### src/source/request_buffer_pkg.sv
package request_buffer_pkg;

	// buffer geometry
	localparam int buffer_depth = 64; // bytes per lane
	localparam int col_width = 10; // bytes per read column
	localparam int res_width = col_width - 2; // bytes per result column

	// address widths
	localparam int baddr_bits = $clog2(buffer_depth); // column address
	localparam int caddr_bits = $clog2(col_width); // read bank lane select
	localparam int waddr_bits = $clog2(res_width); // write bank lane select

	// engine opcodes, low two bits of column byte 0
	localparam logic [1:0] op_add = 2'd0;
	localparam logic [1:0] op_sub = 2'd1;
	localparam logic [1:0] op_mul = 2'd2;
	localparam logic [1:0] op_max = 2'd3;

endpackage

### src/source/column_engine.sv
`timescale 1ns/10ps

module column_engine (
	input logic clk,
	input logic rst_n,
	input logic col_valid,
	input logic [request_buffer_pkg::baddr_bits-1:0] col_address,
	input logic [7:0] read_col [request_buffer_pkg::col_width-1:0],
	output logic [7:0] write_col [request_buffer_pkg::res_width-1:0],
	output logic [request_buffer_pkg::baddr_bits-1:0] write_col_address,
	output logic write_en
);

	logic [1:0] opcode;
	logic [7:0] scalar;
	logic [7:0] result [request_buffer_pkg::res_width-1:0];

	assign opcode = read_col[0][1:0];
	assign scalar = read_col[1];

	// every result byte wraps modulo 256
	always_comb begin
		for (int i = 0; i < request_buffer_pkg::res_width; i++) begin
			case (opcode)
				request_buffer_pkg::op_add: result[i] = read_col[i+2] + scalar;
				request_buffer_pkg::op_sub: result[i] = read_col[i+2] - scalar;
				request_buffer_pkg::op_mul: result[i] = read_col[i+2] * scalar; // low byte
				default: result[i] = (read_col[i+2] > scalar) ? read_col[i+2] : scalar;
			endcase
		end
	end

	always_ff @(posedge clk) begin
		write_col <= result;
		write_col_address <= col_address;
	end

	always_ff @(posedge clk, negedge rst_n) begin
		if (!rst_n) begin
			write_en <= 1'b0;
		end else begin
			write_en <= col_valid;
		end
	end

endmodule

### config.mk
export PLATFORM = sky130hd
export DESIGN_NAME = column_engine
export DESIGN_NICKNAME = d
export VERILOG_FILES = /design/src/source/request_buffer_pkg.sv /design/src/source/column_engine.sv
export SDC_FILE = /design/constraint.sdc
export NUM_CORES = 1
export LEC_CHECK = 0
export ABC_AREA = 1
export BUFFER_PORTS_ARGS = -buffer_cell sky130_fd_sc_hd__buf_2
export CAP_MARGIN = 20
export CORE_ASPECT_RATIO = 0.8
export CORE_MARGIN = 2
export CORE_UTILIZATION = 63
export DETAILED_ROUTE_END_ITERATION = 10
export PLACE_DENSITY = 0.84
export SYNTH_ARGS = -nofsm -noshare
export SYNTH_HDL_FRONTEND = slang
export SYNTH_SLANG_ARGS = --single-unit
### constraint.sdc
create_clock -name clk -period 0.8 [get_ports clk]
set_input_delay 0.24 -clock clk [delete_from_list [all_inputs] [get_ports clk]]
set_output_delay 0.24 -clock clk [all_outputs]
set_load 0.005 [all_outputs]
==> results of run 1 <==
==> cell families after synthesis <==
family / after synthesis / synth area share, %
fa+ha+maj: 360 / 32.57
flops: 71 / 8.692
buf+inv: 656 / 15.85
xor+xnor: 31 / 1.700
simple gates: 1049 / 26.75
compound gates: 435 / 14.43
==> through the flow <==
stage	setup slack, ps	cells	hold slack, ps
floorplan	-2772	2602	-55.59
global placement	-3066	3498	14.89
detailed placement	-3210	3498	16.68
CTS	-2524	3611	176.5
==> timing repair <==
action,in CTS
endpoints found under the setup margin,135
pin swaps,228
gates resized for setup,392
gates cloned,16
endpoints found under the hold margin,8
hold buffers,8
buffers inserted,75
==> cell usage after synthesis (3+ instances only) <==
master      n
nand2_1   734
inv_1     546
ha_1      248
a21oi_1   198
nand3_1   156
fa_1      112
o21ai_0   101
dfxtp_1    70
nor2_1     70
o21ai_1    70
nand4_1    58
buf_2      27
clkbuf_1   26
xnor2_1    21
a21o_1     16
inv_2      16
o211ai_1   13
buf_1      11
buf_6      10
clkinv_1   10
xor2_1      9
a221oi_1    8
a32oi_1     8
nand2_2     8
nor4_1      8
buf_4       7
nor3_2      7
a31oi_1     6
nand3b_1    6
o22ai_1     6
a21oi_2     3
clkbuf_2    3
o211ai_2    3
==> metal layers <==
metal / GRT usage (%) / overflow
met2: 97.84 / 126
met5: 33.82 / 0
met3: 68.61 / 10
met1: 81.11 / 4
met4: 85.36 / 68
==> results.json, run 1 <==
{
  "status": "stopped before the end",
  "stop_stage": "5_1_grt",
  "tool.error": "[ERROR GRT-0116] Global routing finished with congestion. Check the congestion regions in the DRC Viewer.",
  "synth_cell_types": 40,
  "ys.flop_type": "dfxtp_1",
  "synth-seq-cells": 71,
  "post-dp-hpwl_mm": 47.30,
  "gp_congestion": 0.9772,
  "root_buffer": "clkbuf_16",
  "synth_area_leaders": "ha_1 19%, nand2_1 17%, fa_1 14%, inv_1 12%, dfxtp_1 8.5%",
  "clock_path_buffers": 2,
  "grt.total_usage_pct": 82.30,
  "synthArstFlopShare_pct": 1.408,
  "synth_top_area_share_pct": 18.91,
  "cts_buffers": 9,
  "synth_area_sq_um": 16410,
  "gr-total-overflow": 208,
  "grt_max_degree": 31,
  "grt_pass1_vias": 29310,
  "pin_count": 160,
  "initial_utilization_pct": 64.50,
  "yosysWarningCount": 0,
  "synth_area_per_cell_sq_um": 6.306,
  "synth_top_cell_by_area": "ha_1",
  "io_buffers": 153,
  "clkSinkCount": 71,
  "synth_edf_count": 0,
  "die_h_um": 148.4,
  "rows": 52,
  "postPlaceCellArea_sq_um": 21310,
  "grt_pass1_wl_mm": 174.6,
  "syn_nets": 3051,
  "die_w_um": 184.4,
  "netlist_instances": 2602,
  "synth-seq-area-share_pct": 8.692,
  "ctsHtreeMaxLevel": 3
}
==> run 2: changes to the inputs <==
- CORE_ASPECT_RATIO: 0.8 -> default
- CORE_UTILIZATION: 63 -> 40
- PLACE_DENSITY: 0.84 -> default
- PLACE_DENSITY_LB_ADDON: default -> 0.15
==> run 2 against run 1 <==
  * The flow now finishes, with violations (DRC, setup timing)
  * Synthesized cell count unchanged
  * Area after synthesis did not move
==> results.json, run 2 <==
{
  "status": "finished, violations left",
  "violations": "DRC, setup timing",
  "drt_first_pass_iters": 8,
  "synth-seq-cells": 71,
  "synth_area_leaders": "ha_1 19%, nand2_1 17%, fa_1 14%, inv_1 12%, dfxtp_1 8.5%",
  "timing.fmax_ghz": 0.2909,
  "drt_iter0_drc": 1488,
  "synth_top_area_share_pct": 18.91,
  "route.detailed.drc": 1,
  "slew_violations": 0,
  "largest_register": "write_col",
  "placed_cells": 3730,
  "period_minus_slack_ps": 3438,
  "initial_utilization_pct": 40.37,
  "via_per_inst": 5.124,
  "clkSinkCount": 71,
  "via_count": 19790,
  "worstHoldPathType": "input port to asynchronous set/reset pin",
  "grt_pass1_vias": 19190,
  "io_buffers": 153,
  "cp.arrival_ps": 3710,
  "ctsHtreeMaxLevel": 3,
  "cts_tree": "done",
  "grt_max_degree": 30,
  "synthArstFlopShare_pct": 1.408,
  "pin_count": 160,
  "rsz0062_at_grt": "yes",
  "grt.total_usage_pct": 30.32,
  "die_h_um": 206.5,
  "layout_commonest_cell": "nand2_1",
  "worstMarginPinSlew_ps": 429.0,
  "crit_chain": "buf_12, buf_4, buf_12, buf_16, buf_6, nand2_2, fa_2, fa_1, inv_1, fa_1, inv_2, fa_2, inv_2, ha_4, inv_2, nor2_2, nor2_2, inv_1, nand3_1, nand3_1, nand4_1",
  "clock_path_buffers": 2,
  "finalCritPeriodShare_pct": 429.8,
  "maxCapViolations": 0,
  "start_kind": "input port",
  "synth_area_sq_um": 16410,
  "netlist_instances": 2602,
  "largest_reg_flops": 64,
  "slew_headroom_pct": 71.28,
  "finalSetupViolations": 135,
  "synth_commonest_cells": "734 x nand2_1, 546 x inv_1, 248 x ha_1, 198 x a21oi_1, 156 x nand3_1",
  "power.leakage_nw": 14.05,
  "wl_per_cell_um": 17.06,
  "layout.cells.non_filler": 3863,
  "grt_pass1_wl_mm": 99.99,
  "cp.required_ps": 1070,
  "synth-seq-area-share_pct": 8.692,
  "coreArea_sq_um": 40650,
  "synth_edf_count": 0,
  "path_delay_family": "adder cells",
  "routed_wl_mm": 65.90,
  "synth_area_per_cell_sq_um": 6.306,
  "synth.most_common_cell": "nand2_1",
  "ys.flop_type": "dfxtp_1",
  "max_stage_delay_ps": 540,
  "path_clk_slew_ps": 60,
  "yosysWarningCount": 0,
  "post-dp-hpwl_mm": 49.10,
  "syn_nets": 3051,
  "die_w_um": 206.5,
  "num_antenna_cells": 0,
  "synth_cell_types": 40,
  "reg_top3": "write_col (64), write_col_address (6), write_en (1)",
  "drive_gt1_share_pct": 37.86,
  "p_per_area_nw_per_um2": 1292,
  "crit_top_cell": "inv_2",
  "critPathMaxFanout": 6,
  "worstSetupPathType": "input port to flop",
  "worst_path_max_delay_cell": "fa_2",
  "fin_nets": 3775,
  "antenna_found_initial": 0,
  "finalWorstSetupSlack_ps": -2638,
  "crit_buf_inv": 10,
  "finalHoldViolations": 0,
  "ant_nets": 0,
  "crit_path_end_kind": "flop",
  "synth_top_cell_by_area": "ha_1",
  "final_cell_mix": "665 x nand2_1, 524 x buf_4, 430 x inv_1",
  "rows": 74,
  "ir_drop_mv": 1.012,
  "dp_slack_ps": -3130,
  "cts_buffers": 9,
  "gr-total-overflow": 0,
  "dieArea_sq_um": 42660,
  "area_delta_synth_final_pct": 54.58,
  "gp_congestion": 0.9307,
  "root_buffer": "clkbuf_16"
}
-- run 2: cell counts after synthesis --
No cell type changed its count.
-- run 2: worst max path at each step --
stage | from | to | slack [ps] | depth (start not counted)
after CTS | read_col[10] | write_col[31] | -2560 | 18
after detailed placement | read_col[11] | write_col[31] | -3130 | 18
after floorplan | read_col[10] | write_col[31] | -2770 | 18
after global placement | read_col[11] | write_col[31] | -3110 | 18
final | read_col[11] | write_col[7] | -2640 | 21
after global routing | read_col[11] | write_col[7] | -2720 | 21
-- run 2: logic make-up (layout without fill, tap and decap cells) --
logic type               count (synthesis)  after routing  share of synthesized area [%]
adder cells (fa/ha/maj)                360            360                          32.57
AO/OA/AOI/OAI                          435            435                          14.43
XOR/XNOR                                31             31                          1.700
flip-flops                              71             71                          8.692
buffers and inverters                  656           1380                          15.85
AND/OR/NAND/NOR                       1049           1054                          26.75
-- run 2: layout make-up --
| type | instances | area [sq um] |
|---|---|---|
| flip-flops and latches | 71 | 1448 |
| clock buffers | 11 | 242.7 |
| fillers | 3691 | 15280 |
| well taps | 532 | 665.6 |
| inverters | 572 | 2198 |
| multi-input cells | 1880 | 14130 |
| repair buffers | 792 | 6596 |
| clock inverters | 5 | 81.33 |
-- run 2: what timing repair did --
action                                  in CTS  in global routing
endpoints found under the setup margin     135                135
resized for setup                          298                241
hold buffers                                 8                  0
pin swaps                                  118                167
buffers inserted                            66                 42
gates cloned                                 8                  4
endpoints found under the hold margin        8                  0
-- run 2: power by group --
group | total [mW] | switching, mW | leakage [nW] | internal, mW
Clock | 4.83 | 2.01 | 0.156 | 2.82
Sequential | 4.53 | 0.237 | 0.603 | 4.30
Combinational | 23.4 | 12.4 | 13.3 | 11.0
Total | 32.8 | 14.7 | 14.0 | 18.1
-- run 2: through the flow --
step | area (sq um) | util, % | TNS [ps] | power, mW | hold WS [ps]
global placement | 21930 | 53.96 | -149270 | 22.87 | 14.67
finish | 25370 | 62.41 | -145420 | 32.76 | 162.3
detailed placement | 21930 | 53.96 | -150550 | 23.31 | 15.91
global route | 25370 | 62.41 | -151800 | 35.48 | 180.0
floorplan | 16860 | - | -116070 | 15.45 | -55.59
CTS | 24230 | 59.62 | -136600 | 30.56 | 122.7
-- run 2: metal layers --
layer | up-vias | GRT usage (%) | part of all wire [%]
met5 | - | 0 | 0
met4 | 0 | 10.89 | 3.5
met3 | 123 | 3.564 | 6.6
met2 | 655 | 50.66 | 46
met1 | 9324 | 40.28 | 44
li1 | 9691 | - | -
Power figures use the tool's default switching activity.
