===== config.mk =====
export PLATFORM = sky130hd
export DESIGN_NAME = column_sequencer
export DESIGN_NICKNAME = d
export VERILOG_FILES = /design/src/source/request_buffer_pkg.sv /design/src/source/column_sequencer.sv
export SDC_FILE = /design/constraint.sdc
export NUM_CORES = 1
export LEC_CHECK = 0
export BUFFER_PORTS_ARGS = -buffer_cell sky130_fd_sc_hd__buf_4
export CAP_MARGIN = 30
export CORE_MARGIN = 2
export CORE_UTILIZATION = 55
export CTS_CLUSTER_DIAMETER = 40
export DETAILED_ROUTE_END_ITERATION = 10
export PLACE_DENSITY_LB_ADDON = 0.1
export SLEW_MARGIN = 30
export SYNTH_ARGS = -nofsm -noshare
export SYNTH_HDL_FRONTEND = slang
export SYNTH_SLANG_ARGS = --single-unit

===== constraint.sdc =====
create_clock -name clk -period 3.34 [get_ports clk]
set_input_delay 0.334 -clock clk [delete_from_list [all_inputs] [get_ports clk]]
set_output_delay 0.334 -clock clk [all_outputs]
set_load 0.05 [all_outputs]

===== src/source/request_buffer_pkg.sv =====
package request_buffer_pkg;

	// buffer geometry
	localparam int buffer_depth = 64; // bytes per lane
	localparam int col_width = 10; // bytes per read column
	localparam int res_width = col_width - 2; // bytes per result column

	// address widths
	localparam int baddr_bits = $clog2(buffer_depth); // column address
	localparam int caddr_bits = $clog2(col_width); // read bank lane select
	localparam int waddr_bits = $clog2(res_width); // write bank lane select

	// engine opcodes, low two bits of column byte 0
	localparam logic [1:0] op_add = 2'd0;
	localparam logic [1:0] op_sub = 2'd1;
	localparam logic [1:0] op_mul = 2'd2;
	localparam logic [1:0] op_max = 2'd3;

endpackage


===== src/source/column_sequencer.sv =====
`timescale 1ns/10ps

module column_sequencer (
	input logic clk,
	input logic rst_n,
	input logic start,
	input logic [request_buffer_pkg::baddr_bits:0] col_count,
	output logic [request_buffer_pkg::baddr_bits-1:0] read_col_address,
	output logic col_valid,
	output logic [request_buffer_pkg::baddr_bits-1:0] col_address,
	output logic busy,
	output logic done
);

	logic [request_buffer_pkg::baddr_bits:0] count_reg; // columns in this run
	logic [request_buffer_pkg::baddr_bits-1:0] addr;
	logic issue; // address stage
	logic write_stage; // engine output stage
	logic accept;
	logic last_col;
	logic last_write;

	assign accept = start && !busy && (col_count != '0);
	assign last_col = ({1'b0, addr} == count_reg - 1'b1);
	assign last_write = write_stage && !col_valid; // final column leaving the engine

	assign read_col_address = addr;

	always_ff @(posedge clk, negedge rst_n) begin
		if (!rst_n) begin
			count_reg <= '0;
			addr <= '0;
			issue <= 1'b0;
		end else if (accept) begin
			count_reg <= col_count;
			addr <= '0;
			issue <= 1'b1;
		end else if (issue) begin
			if (last_col) begin
				issue <= 1'b0;
			end else begin
				addr <= addr + 1'b1;
			end
		end
	end

	// bank read takes one cycle, so valid and address follow it
	always_ff @(posedge clk, negedge rst_n) begin
		if (!rst_n) begin
			col_valid <= 1'b0;
			col_address <= '0;
			write_stage <= 1'b0;
		end else begin
			col_valid <= issue;
			col_address <= addr;
			write_stage <= col_valid;
		end
	end

	always_ff @(posedge clk, negedge rst_n) begin
		if (!rst_n) begin
			busy <= 1'b0;
			done <= 1'b0;
		end else begin
			done <= busy && last_write;
			if (accept) begin
				busy <= 1'b1;
			end else if (last_write) begin
				busy <= 1'b0; // drops as done rises
			end
		end
	end

endmodule


Word-level counts from Yosys, hierarchy flattened
Index checks and enable logic that the tools add are counted.
- bits in registers: 24
- output and inout port bits: 15
- word-level logic and storage cells: 30
- add/subtract/negate cells: 2
- equality and inequality tests: 2
- multiplexer cells: 8
- reduce and logical (&&, ||, !) cells: 10
- operators with widths (kind ; number):
    2-to-1 mux 6 bit ; 3
    equality test 6 x 7 -> 1 bit ; 1
    nonzero test 7 bit ; 1
    subtractor 7 x 1 -> 7 bit, second input constant ; 1
    adder 6 x 1 -> 6 bit, second input constant ; 1
    2-to-1 mux 1 bit ; 5
    logical AND 1 bit ; 4
    nonzero test 2 bit ; 2
    zero test 1 bit ; 2
    != test 2 bit, second input constant ; 1
    AND reduction 2 bit ; 1

Depth between registers and ports, before layout
- depth in word-level cells: 5
- depth in mapped cells: 8
- depth with buffers taken out: 7

Least setup slack after synthesis
No wires, ideal clock.
- path type: reg2reg
- from: register addr (netlist bit read_col_address[4])
- to: register issue
- library setup time: 0.124 ns
- data arrival time: 1.762 ns
- data required time: 3.216 ns
- slack: 1.454 ns
- cell stages (with the launch flop): 6
- period minus slack after synthesis: 1.886 ns
- cell sequence: dfrtp_1 > xnor2_1 > xnor2_1 > nor4_4 > a21boi_2 > or2_1
- longest elaborated chain between the ends: 4
- RTL lines (what ; line ; RTL):
    start: declaration ; column_sequencer.sv:16 ; logic [request_buffer_pkg::baddr_bits-1:0] addr;
    start signal: assignment ; column_sequencer.sv:42 ; addr <= addr + 1'b1;
    equality test 6 x 7 -> 1 bit ; column_sequencer.sv:24 ; assign last_col = ({1'b0, addr} == count_reg - 1'b1);
    2-to-1 mux 1 bit ; column_sequencer.sv:39 ; if (last_col) begin
    2-to-1 mux 1 bit ; column_sequencer.sv:38 ; end else if (issue) begin
    2-to-1 mux 1 bit ; column_sequencer.sv:34 ; end else if (accept) begin
    end signal: assignment ; column_sequencer.sv:33 ; issue <= 1'b0;
    end signal: assignment ; column_sequencer.sv:37 ; issue <= 1'b1;
    end signal: assignment ; column_sequencer.sv:40 ; issue <= 1'b0;
    end: declaration ; column_sequencer.sv:17 ; logic issue;
Every way passes these cells.
A chain may end at the register's enable or synchronous reset.

Worst setup path in the final report
- from: register count_reg[0] in the netlist's numbering
- to: register issue
- longest elaborated chain between the ends: 5
- RTL lines (what ; line ; RTL):
    start: declaration ; column_sequencer.sv:15 ; logic [request_buffer_pkg::baddr_bits:0] count_reg;
    start signal: assignment ; column_sequencer.sv:35 ; count_reg <= col_count;
    subtractor 7 x 1 -> 7 bit ; column_sequencer.sv:24 ;
    equality test 6 x 7 -> 1 bit ; column_sequencer.sv:24 ;
    2-to-1 mux 1 bit ; column_sequencer.sv:39 ;
    2-to-1 mux 1 bit ; column_sequencer.sv:38 ;
    2-to-1 mux 1 bit ; column_sequencer.sv:34 ;
Every way passes these cells.

==> results by group <==
Timing
  – Max Fclk: 510 MHz
  – RSZ-0062 raised after global routing: no
  – Final hold vios: 0
  – Setup TNS Final: 0 ps
  – Minimum clock period: just under 2000 ps
  – Final worst-path cycle share: 0.587
  – Setup Viol. Count Final: 0
  – Worst Clk Skew: about 2.5 ps
  – Worst-Margin Slew: ~550 ps
  – Slew Limit Fails: 0
  – Rel. slew slack: 0.631

Detailed routing
  – First drt pass iteration count: 4
  – DR vias: ~850
  – Final WL: 2110 um
  – Post-route ant nets: 0
  – Initial DRC count: 11
  – Via/cell ratio: around 5.3
  – Routed WL per cell: around 13 um
  – Final routed DRC violation total: 0

Clock network
  – Total CTS buffers: 3
  – CTS HTree Levels: 1
  – Postcts setup bufs: 0
  – TritonCTS clock tree: done
  – Clock buffer depth: 2
  – Worst-skew pair later-pin latency: between 300 and 400 ps
  – Cts repair resizes: 0
  – Root Buffer: clkbuf_4
  – Clock-pin slew on the worst setup and hold paths: 130 ps
  – Hold buffer count at CTS: 1
  – Clock Sinks: 24

Placed design
  – HPWL after DPL: between 1500 and 2000 um
  – IO Port Bufs: 24
  – Gpl congestion: around 0.86

Synth
  – Yosys Warn Count: 0
  – Synth area leader: dfrtp_1
  – Post-synth net total: 120
  – Syn avg cell area: between 10 and 15 um^2
  – Largest cells by area after synthesis: dfrtp_1 53%, nand2_1 8.3%, xnor2_1 5.4%, mux2i_1 3.5%, o21ai_0 2.7%
  – Netlist cell types: 31
  – Main synth FF type: dfrtp_1
  – Ys async rst share: 1.00
  – Post-synth EDFFs: 0
  – Flops & latches, synth: 24
  – Seq/Total Area, Yosys: 0.530
  – Post-Synthesis Cell Area: 1130 um^2
  – Share of the synthesized area in the top cell type: 0.530
  – Post-Synthesis Cells: 108

Global route
  – Vias in the first global route: 836
  – Grt ovf: 0
  – GR Util All Layers: 0.202
  – Pin count of the biggest net entering global routing: 25
  – Global-route wire length before repair: between 3000 and 4000 um
  – Antenna violations before repair: 0

Worst setup path
  – CP startpoint kind: flip-flop
  – CP required: roughly 3600 ps
  – Endpoint class of the critical path: flip-flop
  – WP buf/inv: 1
  – Crit path cell chain: inv_1, ha_1, nor3b_2, xnor2_1, nor4_4, a21boi_2, or2_1
  – Critical Path Max Stage Delay: 460 ps
  – Max FO, Critical Path: 7
  – Slowest cell on crit path: nor4_4
  – Critical path arrival: about 2200 ps
  – Crit Path Category: reg2reg
  – Critical path's top delay family: simple AND/OR/NAND/NOR gates

Die
  – Num rows: 16
  – DIE AREA: approximately 2400 um^2
  – I/O pins: 25
  – Initial core utilization: 0.583
  – Die H: roughly 49 um
  – Core ar.: around 1900 um^2
  – Die X: 49.4 um

Worst hold path
  – Worst hold path class: in2reg

Status
  – Status: finished, final reports clean

Finish
  – Filler cells: roughly 150
  – Nets: between 100 and 150
  – ANT cells: 0
  – Area Overhead vs Synth: 21.9%
  – Largest register FFs: 7
  – Layout cells sized above 1: 0.246

Pwr
  – Leakage power: ~0.66 nW
  – Maximum VDD drop: between 0.0006 and 0.0007 V
  – Total power: 1.43 mW
  – Power Density: approximately 1000 nW/um^2

Flow run
  – Max Cap Viol: 0
## cells by family after synthesis
| logic type | after synthesis | share of synthesized area |
|---|---|---|
| multiplexers | 4 | 0.0354 |
| AND/OR/NAND/NOR | 45 | 0.225 |
| adder cells (fa/ha/maj) | 2 | 0.0221 |
| XOR/XNOR | 9 | 0.0696 |
| flip-flops | 24 | 0.530 |
| AO/OA/AOI/OAI | 16 | 0.0895 |
| buffers and inverters | 8 | 0.0276 |
## worst min-delay path, delay by kind of cell
| kind | cells | cell delay (ps) |
|---|---|---|
| buf+inv | 1 | 80 |
| simple gates | 2 | 90 |
## layer usage
layer  track usage  share of wire  wire length (um)  up-vias
li1              -              -                 -      418
met4        0.0880          0.015                31        0
met3        0.0276          0.036                75        4
met5             0              0                 0        -
met2         0.340           0.52              1100       22
met1         0.259           0.43               903      402
## synthesized netlist by cell type, drive strengths merged, types with 3 or more instances
master	instances
xnor2	7
a21oi	5
clkbuf	3
o21ai	7
nand2	25
inv	5
mux2i	4
nand2b	3
dfrtp	24
## cell type report
cell class                      count  area, um^2  share of cell area
Multi-Input combinational cell     76         500               0.363
Tap cell                           27        33.8              0.0245
Inverter                            5        18.8              0.0136
Clock buffer                        4        36.3              0.0263
Timing Repair Buffer               25         190               0.138
Sequential cell                    24         601               0.435
## metrics by stage
stage | setup slack [ps] | std cells | cell area (um^2) | utilization | hold slack, ps
floorplan | 1450 | 108 | 1130 | - | 38.4
global placement | 1460 | 156 | 1330 | 0.687 | 241
detailed placement | 1400 | 156 | 1330 | 0.687 | 248
CTS | 1370 | 161 | 1380 | 0.711 | 214
global route | 1240 | 161 | 1380 | 0.711 | 203
finish | 1380 | 161 | 1380 | 0.711 | 219
## worst paths after layout
check	startpoint	endpoint	slack, ps	cells after the start
hold / removal	col_count[2]	count_reg[2]	220	3
hold reg to reg	col_valid	write_stage	440	0
setup reg to reg	count_reg[0]	issue	1380	7
max in group asynchronous	rst_n	count_reg[5]	2680	2
min in group asynchronous	rst_n	col_address[1]	440	2
setup / recovery	count_reg[0]	issue	1380	7
## where the power goes
| part | total, mW | switching [mW] | internal [mW] |
|---|---|---|---|
| Combinational | 0.767 | 0.484 | 0.283 |
| Sequential | 0.513 | 0.114 | 0.399 |
| Clock | 0.151 | 0.0847 | 0.0666 |
## cells in the final DEF (no fill, tap or decap), drive strengths merged
cell type,n
nand2,25
and3b,1
mux2i,4
dfrtp,24
clkbuf,4
o21ai,7
nor2,1
nor4b,1
ha,2
nand4,2
inv,5
dlygate4sd3,1
nand2b,3
nor4,2
nand3,2
xnor2,7
a2111o,2
and3,1
nor3,2
or2,1
xor2,2
nor3b,2
a21o,1
and4b,1
nand3b,1
a21oi,5
buf,24
a21boi,1
No activity file was read; power rests on OpenSTA's default activity.
